[src/hw/wave_pkg.sv]
package wave_pkg;

  //////////////////////////////////////////////////////////////////////////
  // data widths
  //////////////////////////////////////////////////////////////////////////

  typedef logic [15:0] pipe_word_t;   // one host word on the pipe port
  typedef logic [31:0] wave_word_t;   // one playback sample, two pipe words

  //////////////////////////////////////////////////////////////////////////
  // player fsm
  //////////////////////////////////////////////////////////////////////////

  typedef enum logic {
    PLAY_IDLE,   // run low, sample address parked at 0
    PLAY_RUN     // run high, pops step through the samples
  } play_state_t;

endpackage

[src/hw/wave_output.sv]
`timescale 1ns/1ps

// sample output register
// catches the port B word one cycle after fetch and flags it
module wave_output (
  input  logic                 pipe_clk,
  input  logic                 reset,
  input  logic                 fetch,         // from the player
  input  wave_pkg::wave_word_t sample_data,   // port B read data
  output wave_pkg::wave_word_t wave,
  output logic                 wave_valid     // one pulse per accepted pop
);

  logic fetch_q;   // fetch aligned to the memory read latency

  ////////////////////////////////////////////////////////////////////////////
  // capture
  ////////////////////////////////////////////////////////////////////////////

  always_ff @(posedge pipe_clk) begin
    if (reset) begin
      fetch_q    <= 1'b0;
      wave       <= '0;
      wave_valid <= 1'b0;
    end else begin
      fetch_q    <= fetch;
      wave_valid <= fetch_q;   // two edges after the pop
      if (fetch_q) begin
        wave <= sample_data;   // otherwise hold the last sample
      end
    end
  end

  // wave only moves together with a valid pulse
  a_wave_hold : assert property (
    @(posedge pipe_clk) disable iff (reset)
      (!wave_valid && !$past(reset)) |-> $stable(wave)
  ) else $error("wave_output: wave changed without wave_valid");

endmodule

[config.mk]
export PLATFORM = sky130hd
export DESIGN_NAME = wave_output
export DESIGN_NICKNAME = d
export VERILOG_FILES = /design/src/hw/wave_pkg.sv /design/src/hw/wave_output.sv
export SDC_FILE = /design/constraint.sdc
export NUM_CORES = 1
export LEC_CHECK = 0
export BUFFER_PORTS_ARGS = -buffer_cell sky130_fd_sc_hd__buf_2
export CAP_MARGIN = 10
export CORE_UTILIZATION = 43
export DETAILED_ROUTE_END_ITERATION = 16
export PLACE_DENSITY = 0.78
export SKIP_LAST_GASP = 1
export SYNTH_ARGS = -nofsm -noshare
export SYNTH_HDL_FRONTEND = slang
export SYNTH_SLANG_ARGS = --single-unit
[constraint.sdc]
create_clock -name pipe_clk -period 1.29 [get_ports pipe_clk]
set_input_delay 0.129 -clock pipe_clk [delete_from_list [all_inputs] [get_ports pipe_clk]]
set_output_delay 0.129 -clock pipe_clk [all_outputs]
set_load 0.05 [all_outputs]
# Word-level counts from Yosys, hierarchy flattened
# Cells that the tools add are included.
[word_totals]
ff_bits = 34
in_bits = 35
output_inout_bits = 33

# Logic depth before layout (Yosys ltp)
[logic_depth]
ltp_word = 0
ltp_mapped = 4
depth_no_buf = 2

# Worst setup path after synthesis
# No wires, ideal clock.
[synth_timing]
path_type = "flip-flop to flip-flop"
startpoint = "reg fetch_q"
endpoint = "reg wave[10]"
required_ps = 1162
path_slack_ps = 368
arrival_time_ps = 795
period_less_slack_ps = 922
path_stages_with_launch = 5
cell_sequence = "dfxtp_1 buf_6 buf_12 mux2i_1 nor2_1"
[synth_lines]
columns = ["item", "line", "text"]
rows = [
  ["from (decl)", "wave_output.sv:14", "logic fetch_q;"],
  ["from (signal assigned)", "wave_output.sv:26", "fetch_q <= fetch;"],
  ["to (signal assigned)", "wave_output.sv:29", "wave <= sample_data;"],
  ["to (decl)", "wave_output.sv:10", "output wave_pkg::wave_word_t wave,"],
]

# Final worst setup path
[layout_timing]
startpoint = "reg wave[17]"
endpoint = "out wave[17]"
# No word-level cell between the ends.

==> results.py <==
metrics = {
    "status": {
        "status": "complete, no violations",
    },
    "clocking": {
        "htree_num_levels": 2,
        "post_cts_buffers": 0,
        "cts.repair.resized": 0,
        "clk_pin_slew_ps": 90,
        "clockRootBuffer": "clkbuf_4",
        "cts_inserted_buffers": 5,
        "cts_tree": "built",
        "clockBufferDepth": 2,
        "cts-hold-fix-buffers": 0,
        "cts.sinks": 34,
        "clk_latency_ps": 310,
    },
    "grt": {
        "grt_use_total_pct": 17.2,
        "grt_pass1_vias": 926,
        "grt_max_degree": 35,
        "overflow": 0,
        "antenna_found_initial": 0,
        "grt_pass1_wl_mm": 4.11,
    },
    "final_layout": {
        "syn_to_final_growth_pct": 30.9,
        "drive_above_1_share_pct": 42.9,
        "diodes": 0,
        "fin_nets": 212,
    },
    "power_and_ir_drop": {
        "p_per_area_nw_per_um2": 1270,
        "max-vdd-ir-drop_uv": 920,
        "cellLeakagePower_uw": 0.000810,
    },
    "timing": {
        "fmax_ghz": 0.941,
        "tightest_slew_ps": 570,
        "relSlewSlack_pct": 62.0,
        "post-route-period-util_pct": 82.4,
        "finClkSkew_ps": 5.18,
        "slew_viol_final": 0,
        "setup_tns_ps": 0,
        "hold_viol": 0,
        "rsz0062_at_grt": "false",
        "hold_ws_ps": 33.8,
        "min_period_ps": 1060,
        "setup_violations": 0,
    },
    "synthesis": {
        "syn-mean-instance-area_um2": 11.3,
        "yosys.area.top_type_share_pct": 55.7,
        "netlist_area_um2": 1220,
        "synthCells": 108,
        "syn-num-nets": 143,
        "ys_ff_latch": 34,
        "yosys.cell_types.count": 8,
        "synth_area_leader_cell": "dfxtp_1",
        "yosysWarnings": 0,
        "ys_seq_area_share_pct": 55.7,
        "synthTopCellsByArea": "dfxtp_1 56%, mux2i_1 26%, nor2_1 9.8%, buf_12 4.9%, nor2b_1 1.0%",
    },
    "worst_setup_path": {
        "max_stage_delay_ps": 350,
        "path_buf_inv": 1,
        "cpLargestDelayFamily": "flip-flops",
        "endpoint_kind": "output port",
        "cp_slowest_cell": "dfxtp_1",
        "crit_fanout": 2,
        "cp.arrival_ps": 930,
        "cp.required_ps": 1160,
        "crit_type": "flip-flop to output port",
        "start_kind": "flip-flop",
        "path_cells": "buf_2",
    },
    "route": {
        "routed_wl_mm": 2.40,
        "vias": 968,
        "drtAntennaViolNets": 0,
        "viasPerCell": 4.68,
        "drtIter0Drc": 20,
        "detail_route.wl_per_cell_um": 11.6,
        "dr.pass1.iters": 4,
        "drc": 0,
    },
    "floorplan": {
        "core_um2": 2590,
        "start_util_pct": 47.2,
        "fp-row-count": 18,
        "dieHeight_um": 55.3,
        "fp.dieArea_um2": 3060,
        "die_x_um": 55.3,
        "io_pins": 68,
    },
    "placement": {
        "io_buffers": 67,
        "post-dp-hpwl_mm": 1.84,
        "place.gp.congestion": 0.659,
    },
    "job": {
        "cap_violations": 0,
    },
    "hold_path": {
        "hp-class": "primary input to flip-flop",
    },
}
## Yosys cell counts
master and n:
dfxtp_1 34, clkbuf_1 2, nor2_1 32, buf_6 1
nor2b_1 2, buf_12 3, mux2i_1 32, buf_2 2
## cell type report
| cell class | count | area (um^2) |
|---|---|---|
| Fill cell | 232 | 990 |
| Tap cell | 30 | 37.5 |
| Timing Repair Buffer | 70 | 383 |
| Multi-Input combinational cell | 66 | 453 |
| Sequential cell | 34 | 682 |
| Clock buffer | 7 | 45.0 |
## routing by layer
| layer | routed length (um) | track usage, % | vias to the layer above | part of all wire (%) |
|---|---|---|---|---|
| met5 | 0 | 0 | - | 0 |
| met2 | 1300 | 30.5 | 44 | 54 |
| met3 | 166 | 5.15 | 4 | 6.9 |
| met1 | 911 | 19.2 | 433 | 38 |
| met4 | 27 | 6.43 | 0 | 1.1 |
| li1 | - | - | 487 | - |
## placed cells by master, fill, tap and decap left out
| cell | count |
|---|---|
| buf_2 | 67 |
| dfxtp_1 | 33 |
| mux2i_1 | 32 |
| nor2_1 | 32 |
| clkbuf_4 | 5 |
| nor2b_1 | 2 |
| clkbuf_1 | 2 |
| buf_12 | 2 |
| dfxtp_2 | 1 |
| buf_4 | 1 |
## per-stage QoR
stage / util [%] / std cells / instance area (um^2) / worst slack [ps] / power [uW]
finish: 61.8 / 207 / 1600 / 227 / 2040
global route: 61.8 / 207 / 1600 / 135 / 2140
CTS: 61.8 / 207 / 1600 / 208 / 2070
detailed placement: 60.0 / 200 / 1560 / 234 / 1560
global placement: 60.0 / 200 / 1560 / 272 / 1550
floorplan: - / 108 / 1220 / 368 / 1460
## path summary, 6_finish.rpt
path	start	end	slack [ps]	cells past startpoint
worst max-delay path	wave[17]	wave[17]	230	1
worst min-delay path	fetch	fetch_q	30	2
worst max register to register	fetch_q	wave[19]	230	3
worst min register to register	wave[2]	wave[2]	490	2
## kinds of logic (layout without fill, tap and decap cells)
family                 after synthesis  in the layout  synth area share, %
buffers and inverters                8             77                 7.27
AND/OR/NAND/NOR                     34             34                 10.8
multiplexers                        32             32                 26.2
flip-flops                          34             34                 55.7
## power breakdown
part	total, uW	switching, uW	internal [uW]
Clock	498	293	205
Sequential	1130	29.9	1100
Combinational	406	269	137
## state kept, by name, indices dropped and copies added, names as in the netlist
register	cells
wave_valid	1
wave	32
fetch_q	1
No activity file was read; power rests on OpenSTA's default activity.
