--- src/hw/pipe_port.sv ---
`timescale 1ns/1ps

// host side of the pipe
// one address counter serves both the write and the read strobe
module pipe_port #(
  parameter int PIPE_ADDR_BITS = 12
) (
  input  logic                      pipe_clk,
  input  logic                      reset,
  input  logic                      pipe_in_write,   // one word in per pulse
  input  logic                      pipe_out_read,   // one word out per pulse
  output logic [PIPE_ADDR_BITS-1:0] pipe_addr
);

  logic step;   // either strobe moves the pointer

  assign step = pipe_in_write || pipe_out_read;

  ////////////////////////////////////////////////////////////////////////////
  // address counter
  ////////////////////////////////////////////////////////////////////////////

  always_ff @(posedge pipe_clk) begin
    if (reset) begin
      pipe_addr <= '0;   // only reset rewinds the pointer
    end else if (step) begin
      pipe_addr <= pipe_addr + 1'b1;   // natural wrap at 2**PIPE_ADDR_BITS
    end
  end

  ////////////////////////////////////////////////////////////////////////////
  // checks
  ////////////////////////////////////////////////////////////////////////////

  // host must not write and read in one cycle
  // memory port A would store and return through the same slot
  a_no_write_and_read : assert property (
    @(posedge pipe_clk) disable iff (reset)
      !(pipe_in_write && pipe_out_read)
  ) else $error("pipe_port: write and read strobe in the same cycle");

endmodule

--- config.mk ---
export PLATFORM = sky130hd
export DESIGN_NAME = pipe_port
export DESIGN_NICKNAME = d
export VERILOG_FILES = /design/src/hw/pipe_port.sv
export SDC_FILE = /design/constraint.sdc
export NUM_CORES = 1
export LEC_CHECK = 0
export ABC_AREA = 1
export BUFFER_PORTS_ARGS = -buffer_cell sky130_fd_sc_hd__buf_4
export CORE_AREA = 4 4 41 43
export CTS_BUF_LIST = sky130_fd_sc_hd__clkbuf_8
export DETAILED_ROUTE_END_ITERATION = 10
export DIE_AREA = 0 0 45 47
export PLACE_DENSITY = 0.77
export SLEW_MARGIN = 20
export SYNTH_ARGS = -nofsm -noshare
export SYNTH_HDL_FRONTEND = slang
export SYNTH_SLANG_ARGS = --single-unit
export TNS_END_PERCENT = 100
--- constraint.sdc ---
create_clock -name pipe_clk -period 1.21 [get_ports pipe_clk]
set_input_delay 0.242 -clock pipe_clk [delete_from_list [all_inputs] [get_ports pipe_clk]]
set_output_delay 0.242 -clock pipe_clk [all_outputs]
set_load 0.02 [all_outputs]
======== Yosys cells after proc, flatten, opt, wreduce, memory -nomap -nowiden ========
Cells that the tools add are included.
word-level totals
  latch bits .............................. 0
  memories ................................ 0
  bits of input ports ..................... 4
  output and inout bits ................... 12
  logic and storage cells ................. 3
  RAM bits ................................ 0
  flip-flop bits (word level) ............. 12
  ROM bits ................................ 0
operators by class
  multipliers ............................. 0
  eq/ne operators ......................... 0
  bitwise gates (word level) .............. 0
  $lt $le $gt $ge ......................... 0
  reductions and logical operators ........ 1
  multiplexer cells ....................... 0
  shift-type cells ........................ 0
  $add $sub $neg .......................... 1
  div/mod/pow operators ................... 0
operators with widths
  cell                                                              number
  12-bit by 1-bit adder with 12-bit output (second input constant)  1
  1-bit logical OR                                                  1

======== Longest topological paths before layout ========
  word-level depth ........................ 1
  mapped depth ............................ 7
  gate-level depth less buffers ........... 7

======== Least setup slack after synthesis ========
OpenSTA, ideal clock, no wires.
  kind .................................... flip-flop to flip-flop
  from .................................... register pipe_addr[0]
  to ...................................... register pipe_addr[10]
  setup slack ............................. -87 ps
  buffers on the path ..................... 0
  period minus slack after synthesis ...... 1297 ps
  stages on the path, launching flop included .. 7
  library setup time ...................... 110 ps
  required time ........................... 1100 ps
  data arrival time ....................... 1187 ps
  path through ............................ dfxtp_1 ha_1 nand3_1 nor2_4 nand4_1 nand2_1 nor2_1
between the ends
  longest elaborated chain between the ends .. 1
RTL lines
  what                                      RTL line  RTL
  start: declaration                        12        output logic [PIPE_ADDR_BITS-1:0] pipe_addr
  start signal: assignment                  27        pipe_addr <= pipe_addr + 1'b1;
  12-bit by 1-bit adder with 12-bit output  27
Every way passes these cells.
A chain may end at the register's enable or synchronous reset.

======== Worst setup path after layout ========
Ends and elaborated chain as after synthesis.

==> results_dict.tcl <==
set metrics [dict create \
    die_area_um2 2120 \
    post_cts_buffers 0 \
    clk_pin_slew_ns 0.05 \
    tightest_slew_ns 0.330 \
    skew_ns 0.00143 \
    syn_nets 94 \
    combPwrFrac_pct 9.0 \
    finalSetupViolCount 0 \
    regMostFlops "pipe_addr" \
    post_cts_resized 0 \
    peakVddDrop_v 0.000763 \
    synth_top_cell_by_area "dfxtp_1" \
    ctsLongestPathBuffers 2 \
    hold_class "in2reg" \
    postSynth.asyncResetShare_pct 0 \
    synthTopCellsByArea "dfxtp_1 (40%), nand2_1 (12%), inv_1 (8.7%)" \
    syn_inst 89 \
    cts_tree "built" \
    ios 16 \
    routed_wl_um 1330 \
    area_growth_pct 34.0 \
    grt_overflow 0 \
    drv_slew 0 \
    avgSynthCellArea_um2 6.82 \
    synth_edf_count 0 \
    synthAdderAreaFrac_pct 2.06 \
    ctsHoldBuffers 0 \
    grt_pass1_vias 517 \
    h-tree-depth 1 \
    viasPerCell 5.02 \
    placementRows 13 \
    leakage_nw 0.352 \
    synth_xor_xnor_area_share_pct 0 \
    yosys_most_used_dff "dfxtp_1" \
    ys_seq_area_share_pct 39.6 \
    start_kind "register" \
    finalSetupTns_ns 0 \
    yosys.cell_types.count 14 \
    place_ws_ns 0.0887 \
    cp.required_ns 1.35 \
    synth_top_family_by_area "simple AND/OR/NAND/NOR gates" \
    place.gp.congestion 0.780 \
    p_sw_share_pct 22.8 \
    synth.most_common_cell "nand2_1" \
    grt_pass1_wl_um 2170 \
    clock_latency_ns 0.24 \
    diodes 0 \
    slew_headroom_pct 77.9 \
    port-buffer-count 15 \
    fmax_mhz 892 \
    power_frac_clock_pct 41.7 \
    die_h_um 47 \
    synth_top_area_share_pct 39.6 \
    critPathArrivalTime_ns 1.26 \
    dr.pass1.iters 4 \
    fp.dieW_um 45 \
    outcome "finished, final reports clean" \
    grt_start_max_net_pins 13 \
    internal-power_mw 0.660 \
    hold_viol 0 \
    nNetsFinal 114 \
    synth-compound-area-share_pct 9.90 \
    syn-cell-area_um2 607 \
    fin_crit_sh_pct 92.7 \
    start_util_pct 46.6 \
    fin_ws_ns 0.0887 \
    root_buffer "clkbuf_8" \
    antenna_found_initial 0 \
    yosys-top-cells-count "nand2_1 (19), inv_1 (14), dfxtp_1 (12), nor2_1 (12)" \
    dp_hpwl_um 914 \
    synth_seq_cells 12 \
    seqPwrFrac_pct 49.3 \
    ant_nets 0 \
    nFillCells 123 \
    cap_violations 0 \
    drt-wirelength-per-cell_um 10.9 \
    cts_inserted_buffers 3 \
    p_per_area_nw_per_um2 1050 \
    core_area_um2 1300 \
    drc 0 \
    period_minus_slack_ns 1.12 \
    largest_register_ffs 12 \
    vias 613 \
    power_mw 0.855 \
    hold_slack_ns 0.398 \
    critPathCaptureType "register" \
    power_switching_mw 0.195 \
    drive_gt1_share_pct 29.0 \
    crit_type "reg2reg" \
    cts_sinks 12 \
    ys.warnings.count 0 \
    yosys-mux-area-fraction_pct 0 \
    yosys.area_share.simple_pct 39.0 \
    grt_util_all_layers_pct 14.4 \
    top_regs "pipe_addr (12)" \
    cp_max_fo 6 \
    drt_iter0_drc 14 \
]
-- worst paths after layout --
check / start / endpoint / slack (ns) / depth (start not counted)
max reg2reg: pipe_addr[0] / pipe_addr[10] / 0.09 / 6
min: pipe_in_write / pipe_addr[1] / 0.40 / 4
max: pipe_addr[0] / pipe_addr[10] / 0.09 / 6
min reg2reg: pipe_addr[0] / pipe_addr[0] / 0.48 / 1
-- layout by cell type (no fill, tap or decap), drive strengths merged --
master	instances
o21ai	4
inv	14
clkbuf	3
a21oi	8
nand2	20
nand4	4
dfxtp	12
nor2	15
buf	16
nand3	10
ha	1
-- through the flow --
step | std cells | utilization, % | area, um^2
3_3_place_gp | 119 | 57.1 | 743
2_1_floorplan | 89 | - | 609
6_report | 122 | 62.5 | 813
5_1_grt | 122 | 62.5 | 813
3_5_place_dp | 119 | 57.1 | 743
4_1_cts | 122 | 60.3 | 785
-- kinds of logic (layout without fill, tap and decap cells) --
family | count (synthesis) | after routing
simple gates | 49 | 49
buf+inv | 15 | 33
compound gates | 12 | 12
flops | 12 | 12
fa+ha+maj | 1 | 1
-- metal layers --
layer  global-route usage [%]  vias to the layer above  routed length (um)
met3                     3.45                        5                  64
met4                     10.5                        0                  36
met1                     18.4                      271                 626
met5                        0                        -                   0
li1                         -                      323                   -
met2                     20.9                       14                 601
-- power groups by stage --
stage	Sequential [mW]	Combinational (mW)	Clock [mW]
5_1_grt	0.424	0.0871	0.386
3_5_place_dp	0.426	0.0720	0
6_report	0.421	0.0773	0.356
4_1_cts	0.418	0.0725	0.366
2_1_floorplan	0.436	0.0318	0
3_3_place_gp	0.426	0.0717	0
-- final cells by class --
type                            count  area, um^2  area share (%)
Multi-Input combinational cell     62         332            40.8
Sequential cell                    12         249            30.6
Timing Repair Buffer               16         120            14.8
Inverter                           14        52.6            6.46
Clock buffer                        3        41.3            5.08
Tap cell                           15        18.8            2.31
-- critical path: stages, from the launching register on --
cell,delay [ns]
dfxtp_4,0.38
ha_4,0.14
nand3_2,0.09
nor2_4,0.19
nand4_1,0.12
nand2_1,0.07
nor2_1,0.04
(Power assumes the default switching activity.)
