===== config.mk =====
export PLATFORM = sky130hd
export DESIGN_NAME = wave_player
export DESIGN_NICKNAME = d
export VERILOG_FILES = /design/src/hw/wave_pkg.sv /design/src/hw/wave_player.sv
export SDC_FILE = /design/constraint.sdc
export NUM_CORES = 1
export LEC_CHECK = 0
export BUFFER_PORTS_ARGS = -buffer_cell sky130_fd_sc_hd__buf_2
export CAP_MARGIN = 20
export CORE_MARGIN = 4
export CORE_UTILIZATION = 50
export DETAILED_ROUTE_END_ITERATION = 8
export GPL_ROUTABILITY_DRIVEN = 0
export PLACE_DENSITY = 0.83
export RECOVER_POWER = 25
export SLEW_MARGIN = 25
export SYNTH_ARGS = -nofsm -noshare
export SYNTH_HDL_FRONTEND = slang
export SYNTH_SLANG_ARGS = --single-unit

===== constraint.sdc =====
create_clock -name pipe_clk -period 1.5 [get_ports pipe_clk]
set_clock_uncertainty 0.05 [all_clocks]
set_input_delay 0.075 -clock pipe_clk [delete_from_list [all_inputs] [get_ports pipe_clk]]
set_output_delay 0.075 -clock pipe_clk [all_outputs]
set_load 0.01 [all_outputs]

===== src/hw/wave_pkg.sv =====
package wave_pkg;

  //////////////////////////////////////////////////////////////////////////
  // data widths
  //////////////////////////////////////////////////////////////////////////

  typedef logic [15:0] pipe_word_t;   // one host word on the pipe port
  typedef logic [31:0] wave_word_t;   // one playback sample, two pipe words

  //////////////////////////////////////////////////////////////////////////
  // player fsm
  //////////////////////////////////////////////////////////////////////////

  typedef enum logic {
    PLAY_IDLE,   // run low, sample address parked at 0
    PLAY_RUN     // run high, pops step through the samples
  } play_state_t;

endpackage


===== src/hw/wave_player.sv =====
`timescale 1ns/1ps

// playback sequencer
// run arms it, each pop hands out the next sample address
module wave_player #(
  parameter int PIPE_ADDR_BITS = 12
) (
  input  logic                      pipe_clk,
  input  logic                      reset,
  input  logic                      run,     // level, playback enable
  input  logic                      pop,     // pulse, one sample wanted
  output logic [PIPE_ADDR_BITS-2:0] sample_addr,
  output logic                      fetch    // pulse, sample_addr is live
);

  localparam int SAMPLE_BITS = PIPE_ADDR_BITS - 1;

  wave_pkg::play_state_t  state;
  logic [SAMPLE_BITS-1:0] next_addr;   // sample for the next accepted pop
  logic                   take;        // accepted pop

  assign take = run && pop;   // pops with run low fall on the floor

  ////////////////////////////////////////////////////////////////////////////
  // fsm and sample counter
  ////////////////////////////////////////////////////////////////////////////

  always_ff @(posedge pipe_clk) begin
    if (reset) begin
      state       <= wave_pkg::PLAY_IDLE;
      next_addr   <= '0;
      sample_addr <= '0;
      fetch       <= 1'b0;
    end else begin
      fetch <= take;
      case (state)
        wave_pkg::PLAY_IDLE: begin
          sample_addr <= '0;                                 // always start at 0
          next_addr   <= take ? SAMPLE_BITS'(1) : '0;
          if (run) begin
            state <= wave_pkg::PLAY_RUN;
          end
        end
        wave_pkg::PLAY_RUN: begin
          if (!run) begin
            state       <= wave_pkg::PLAY_IDLE;
            sample_addr <= '0;
            next_addr   <= '0;
          end else if (pop) begin
            sample_addr <= next_addr;
            next_addr   <= next_addr + 1'b1;   // wraps at sample depth
          end
        end
        default: state <= wave_pkg::PLAY_IDLE;
      endcase
    end
  end

  // an accepted pop always leaves the fsm in run
  a_no_fetch_idle : assert property (
    @(posedge pipe_clk) disable iff (reset)
      (state == wave_pkg::PLAY_IDLE) |-> !fetch
  ) else $error("wave_player: fetch raised while idle");

endmodule


Word-level counts from Yosys, hierarchy flattened:

Index checks and enable logic that the tools add are counted.

* register bits after elaboration: 24
* input bits: 4
* output and inout port bits: 12

* add/subtract/negate cells: 1
* equal/unequal tests: 1
* mux-type cells: 8
* bitwise gates (word level): 1
* reduce and logical (&&, ||, !) cells: 1

Operator list (number)
* $mux 11: 4
* $pmux 11 s2: 2
* $add 11x1->11 const B: 1
* $ne 3x3->1 const B: 1
* $mux 1: 2
* $logic_and 1x1->1: 1
* $not 1->1: 1

Longest topological paths before layout:

* word-level depth: 4
* depth in mapped cells: 4

Worst setup path before layout:

Ideal clock, no wire load.

* path kind: register to register
* from: register next_addr[1]
* to: register next_addr[6]
* library setup time: 0.071 ns
* arrival time: 1.239 ns
* data required time: 1.379 ns
* setup slack: 0.141 ns
* stages on the path, launching flop included: 5
* period minus slack after synthesis: 1.359 ns
* path through: dfxtp_1 -> ha_1 -> nand2_1 -> or3_2 -> a21oi_1

* longest elaborated chain between the ends: 4

Ends and longest elaborated chain
* from (decl): RTL line wave_player.sv:19 `logic [SAMPLE_BITS-1:0] next_addr;`
* from (signal assigned): RTL line wave_player.sv:39 `next_addr <= take ? SAMPLE_BITS'(1) : '0;`
* from (signal assigned): RTL line wave_player.sv:51 `next_addr <= next_addr + 1'b1;`
* $add 11x1->11: RTL line wave_player.sv:51
* $mux 11: RTL line wave_player.sv:49 `end else if (pop) begin`
* $mux 11: RTL line wave_player.sv:45 `if (!run) begin`
* $pmux 11 s2: RTL line wave_player.sv:36 `case (state)`

No other way between the ends. The select of a mux whose other input is x is not followed.
A chain may end at the register's enable or synchronous reset.

Final worst setup path:

Same ends and word-level chain as after synthesis.

==> flow_metrics.tcl <==
set metrics [dict create \
    utilization_pct 65.2 \
    vias 760 \
    grt_pass1_vias 692 \
    dp_hpwl_um 1240 \
    cts_buffers 3 \
    antenna_found_initial 0 \
    io_pins 16 \
    netlist_area_um2 943 \
    drt-total-wl_um 1830 \
    grt_first_pass_wirelength_um 3030 \
    dr.pass1.iters 4 \
    ant_nets 0 \
    syn_nets 99 \
    grt_start_max_net_pins 21 \
    finalNonFillerCells 142 \
    final_nets 123 \
    max-cap-violations 0 \
    p_total_w 0.00114 \
    h-tree-depth 1 \
    powerDensity_nw_per_um2 992 \
    holdPathEnd "next_addr[8]" \
    area_delta_synth_final_pct 21.9 \
    rr_startpoint "next_addr[1]" \
    layout-drive-gt1-share_pct 23.1 \
    cts_setup_buffers 0 \
    drt_iter0_markers 10 \
    critPathArrivalTime_ps 1620 \
    irDropWorstVdd_uv 578 \
    start_util_pct 53.5 \
    status "finished, final reports clean" \
    r2r_setup_slack_ps 70 \
    post-route-drc-count 0 \
    maxSlewHeadroom_pct 79.4 \
    max_stage_delay_ps 470 \
    end_kind "flip-flop" \
    die-area_um2 2650 \
    hp-class "in2reg" \
    dp_cells 136 \
    required_ps 1700 \
    yosysMostFrequentCell "dfxtp_1" \
    fillers 164 \
    wl_per_cell_um 12.9 \
    synth_edf_count 0 \
    synth_ff_type "dfxtp_1" \
    fin_crit_sh_pct 95.3 \
    slew_violations 0 \
    fin_setup_tns_ps 0 \
    avgViaCountPerCell 5.35 \
    dieWidth_um 51.4 \
    reg2reg_to "next_addr[6]" \
    synth_cell_types 24 \
    multi_input_area_um2 449 \
    holdCritStartpoint "run" \
    syn_inst 94 \
    design.core.area_um2 1760 \
    yosysWarningCount 0 \
    reg2reg_depth 4 \
    hold_depth 4 \
    clock_path_buffers 2 \
    slowest_stage "or3_2" \
    grt_util_all_layers_pct 15.2 \
    clk_pin_slew_ps 130 \
    worst_pin_slew_ps 307 \
    synth.avg_cell_area_um2 10.0 \
    grt_overflow 0 \
    fp.dieH_um 51.4 \
    rows 15 \
    cts.sinks 24 \
    period_needed_ps 1430 \
    setup_violations 0 \
    ys_seq_elements 24 \
    port_buffers 15 \
    seq_area_frac_synth_pct 50.9 \
    cp_cell_sequence "ha_2 > nand2_1 > or3_2 > a21oi_2" \
    synth_top_cell_area_share_pct 50.9 \
    cts_tree "done" \
    crit_buf_inv 0 \
    worst-path-max-fanout 4 \
    critical_path_class "reg2reg" \
    cts-root-buf "clkbuf_4" \
    async_reset_ff_share_pct 0 \
    worstSkewPairLatency_ps 310 \
    yosys-top-cells-count "24 x dfxtp_1, 15 x nor2_1, 12 x mux2i_1, 5 x a21oi_1" \
    timing.fmax_ghz 0.700 \
    final_hold_viol_count 0 \
    leakage_nw 0.449 \
    yosys-top-cells-area "dfxtp_1 51%, mux2i_1 13%, nor2_1 6.0%" \
    critical_path.top_delay_family "simple AND/OR/NAND/NOR gates" \
    antenna_cells 0 \
    regArea_um2 485 \
    start_kind "flip-flop" \
    yosysTopAreaCell "dfxtp_1" \
]
-- layout make-up --
cell class | count | area share [%]
repair buffers | 23 | 11.4
well taps | 25 | 2.72
multi-input cells | 66 | 39.1
clock inverters | 1 | 2.61
flip-flops and latches | 24 | 42.2
clock buffers | 3 | 1.96
-- routing by layer --
metal,routed length (µm),vias up,global-route usage [%]
li1,-,381,-
met5,0,-,0
met4,19,0,6.55
met1,800,356,18.3
met3,88,4,4.08
met2,921,19,25.2
-- state kept, by name, indices dropped and copies added (netlist names) --
name	flops
fetch	1
sample_addr	11
state	1
next_addr	11
-- worst register-to-register path: stages (launching register included) --
cell and delay [ps]:
dfxtp_2 380, ha_2 220, nand2_1 100, or3_2 470, a21oi_2 150
-- per-stage QoR --
step | hold WS (ps) | setup slack (ps) | instance area (µm²)
2_1_floorplan | 111 | 141 | 943
5_1_grt | 108 | -0.0949 | 1150
6_report | 110 | 71.2 | 1150
3_5_place_dp | 230 | 76.3 | 1070
3_3_place_gp | 222 | 139 | 1070
4_1_cts | 97.3 | 16.3 | 1150
-- worst max path at each step --
stage | start | endpoint | slack, ps | cells past startpoint
global placement | next_addr[4] | next_addr[9] | 140 | 3
global route | next_addr[1] | next_addr[6] | -0.09 | 4
detailed placement | next_addr[4] | next_addr[10] | 80 | 3
CTS | next_addr[1] | next_addr[6] | 20 | 4
finish | next_addr[1] | next_addr[6] | 70 | 4
floorplan | next_addr[1] | next_addr[6] | 140 | 4
-- cells by family after synthesis --
family,share of synthesized area [%]
AOI/OAI and AO/OA,6.63
xor gates and xnor gates,3.71
adders and majority gates,1.33
buffers and inverters,2.12
DFF,50.9
muxes,12.7
and+or+nand+nor,22.5
-- repair_timing --
action / in CTS / in global routing
hold buffers: 2 / 0
endpoints found under the setup margin: 1 / 3
endpoints found under the hold margin: 1 / 0
resized for setup: 1 / 5
-- cell usage in the layout (no fill, tap or decap), types with 2 or more instances in the layout --
| cell | netlist | final |
|---|---|---|
| dfxtp_1 | 24 | 20 |
| nand4_1 | 4 | 4 |
| a21oi_1 | 5 | 4 |
| dlygate4sd3_1 | 0 | 2 |
| dfxtp_2 | 0 | 4 |
| buf_2 | 1 | 8 |
| o21ai_0 | 3 | 3 |
| clkbuf_1 | 2 | 7 |
| clkbuf_4 | 0 | 3 |
| nand2_1 | 3 | 3 |
| or4_1 | 3 | 3 |
| or3_2 | 2 | 2 |
| nor2_1 | 15 | 15 |
| buf_4 | 1 | 6 |
| xor2_1 | 3 | 3 |
| o31ai_1 | 2 | 2 |
| mux2i_1 | 12 | 12 |
| nand3_1 | 4 | 4 |
-- power breakdown --
group	switching [W]	internal, W	total [W]
Sequential	0.00000230	0.000641	0.000644
Combinational	0.0000243	0.0000219	0.0000462
Clock	0.000181	0.000270	0.000451
Total	0.000207	0.000933	0.00114
Power figures use the tool's default switching activity.
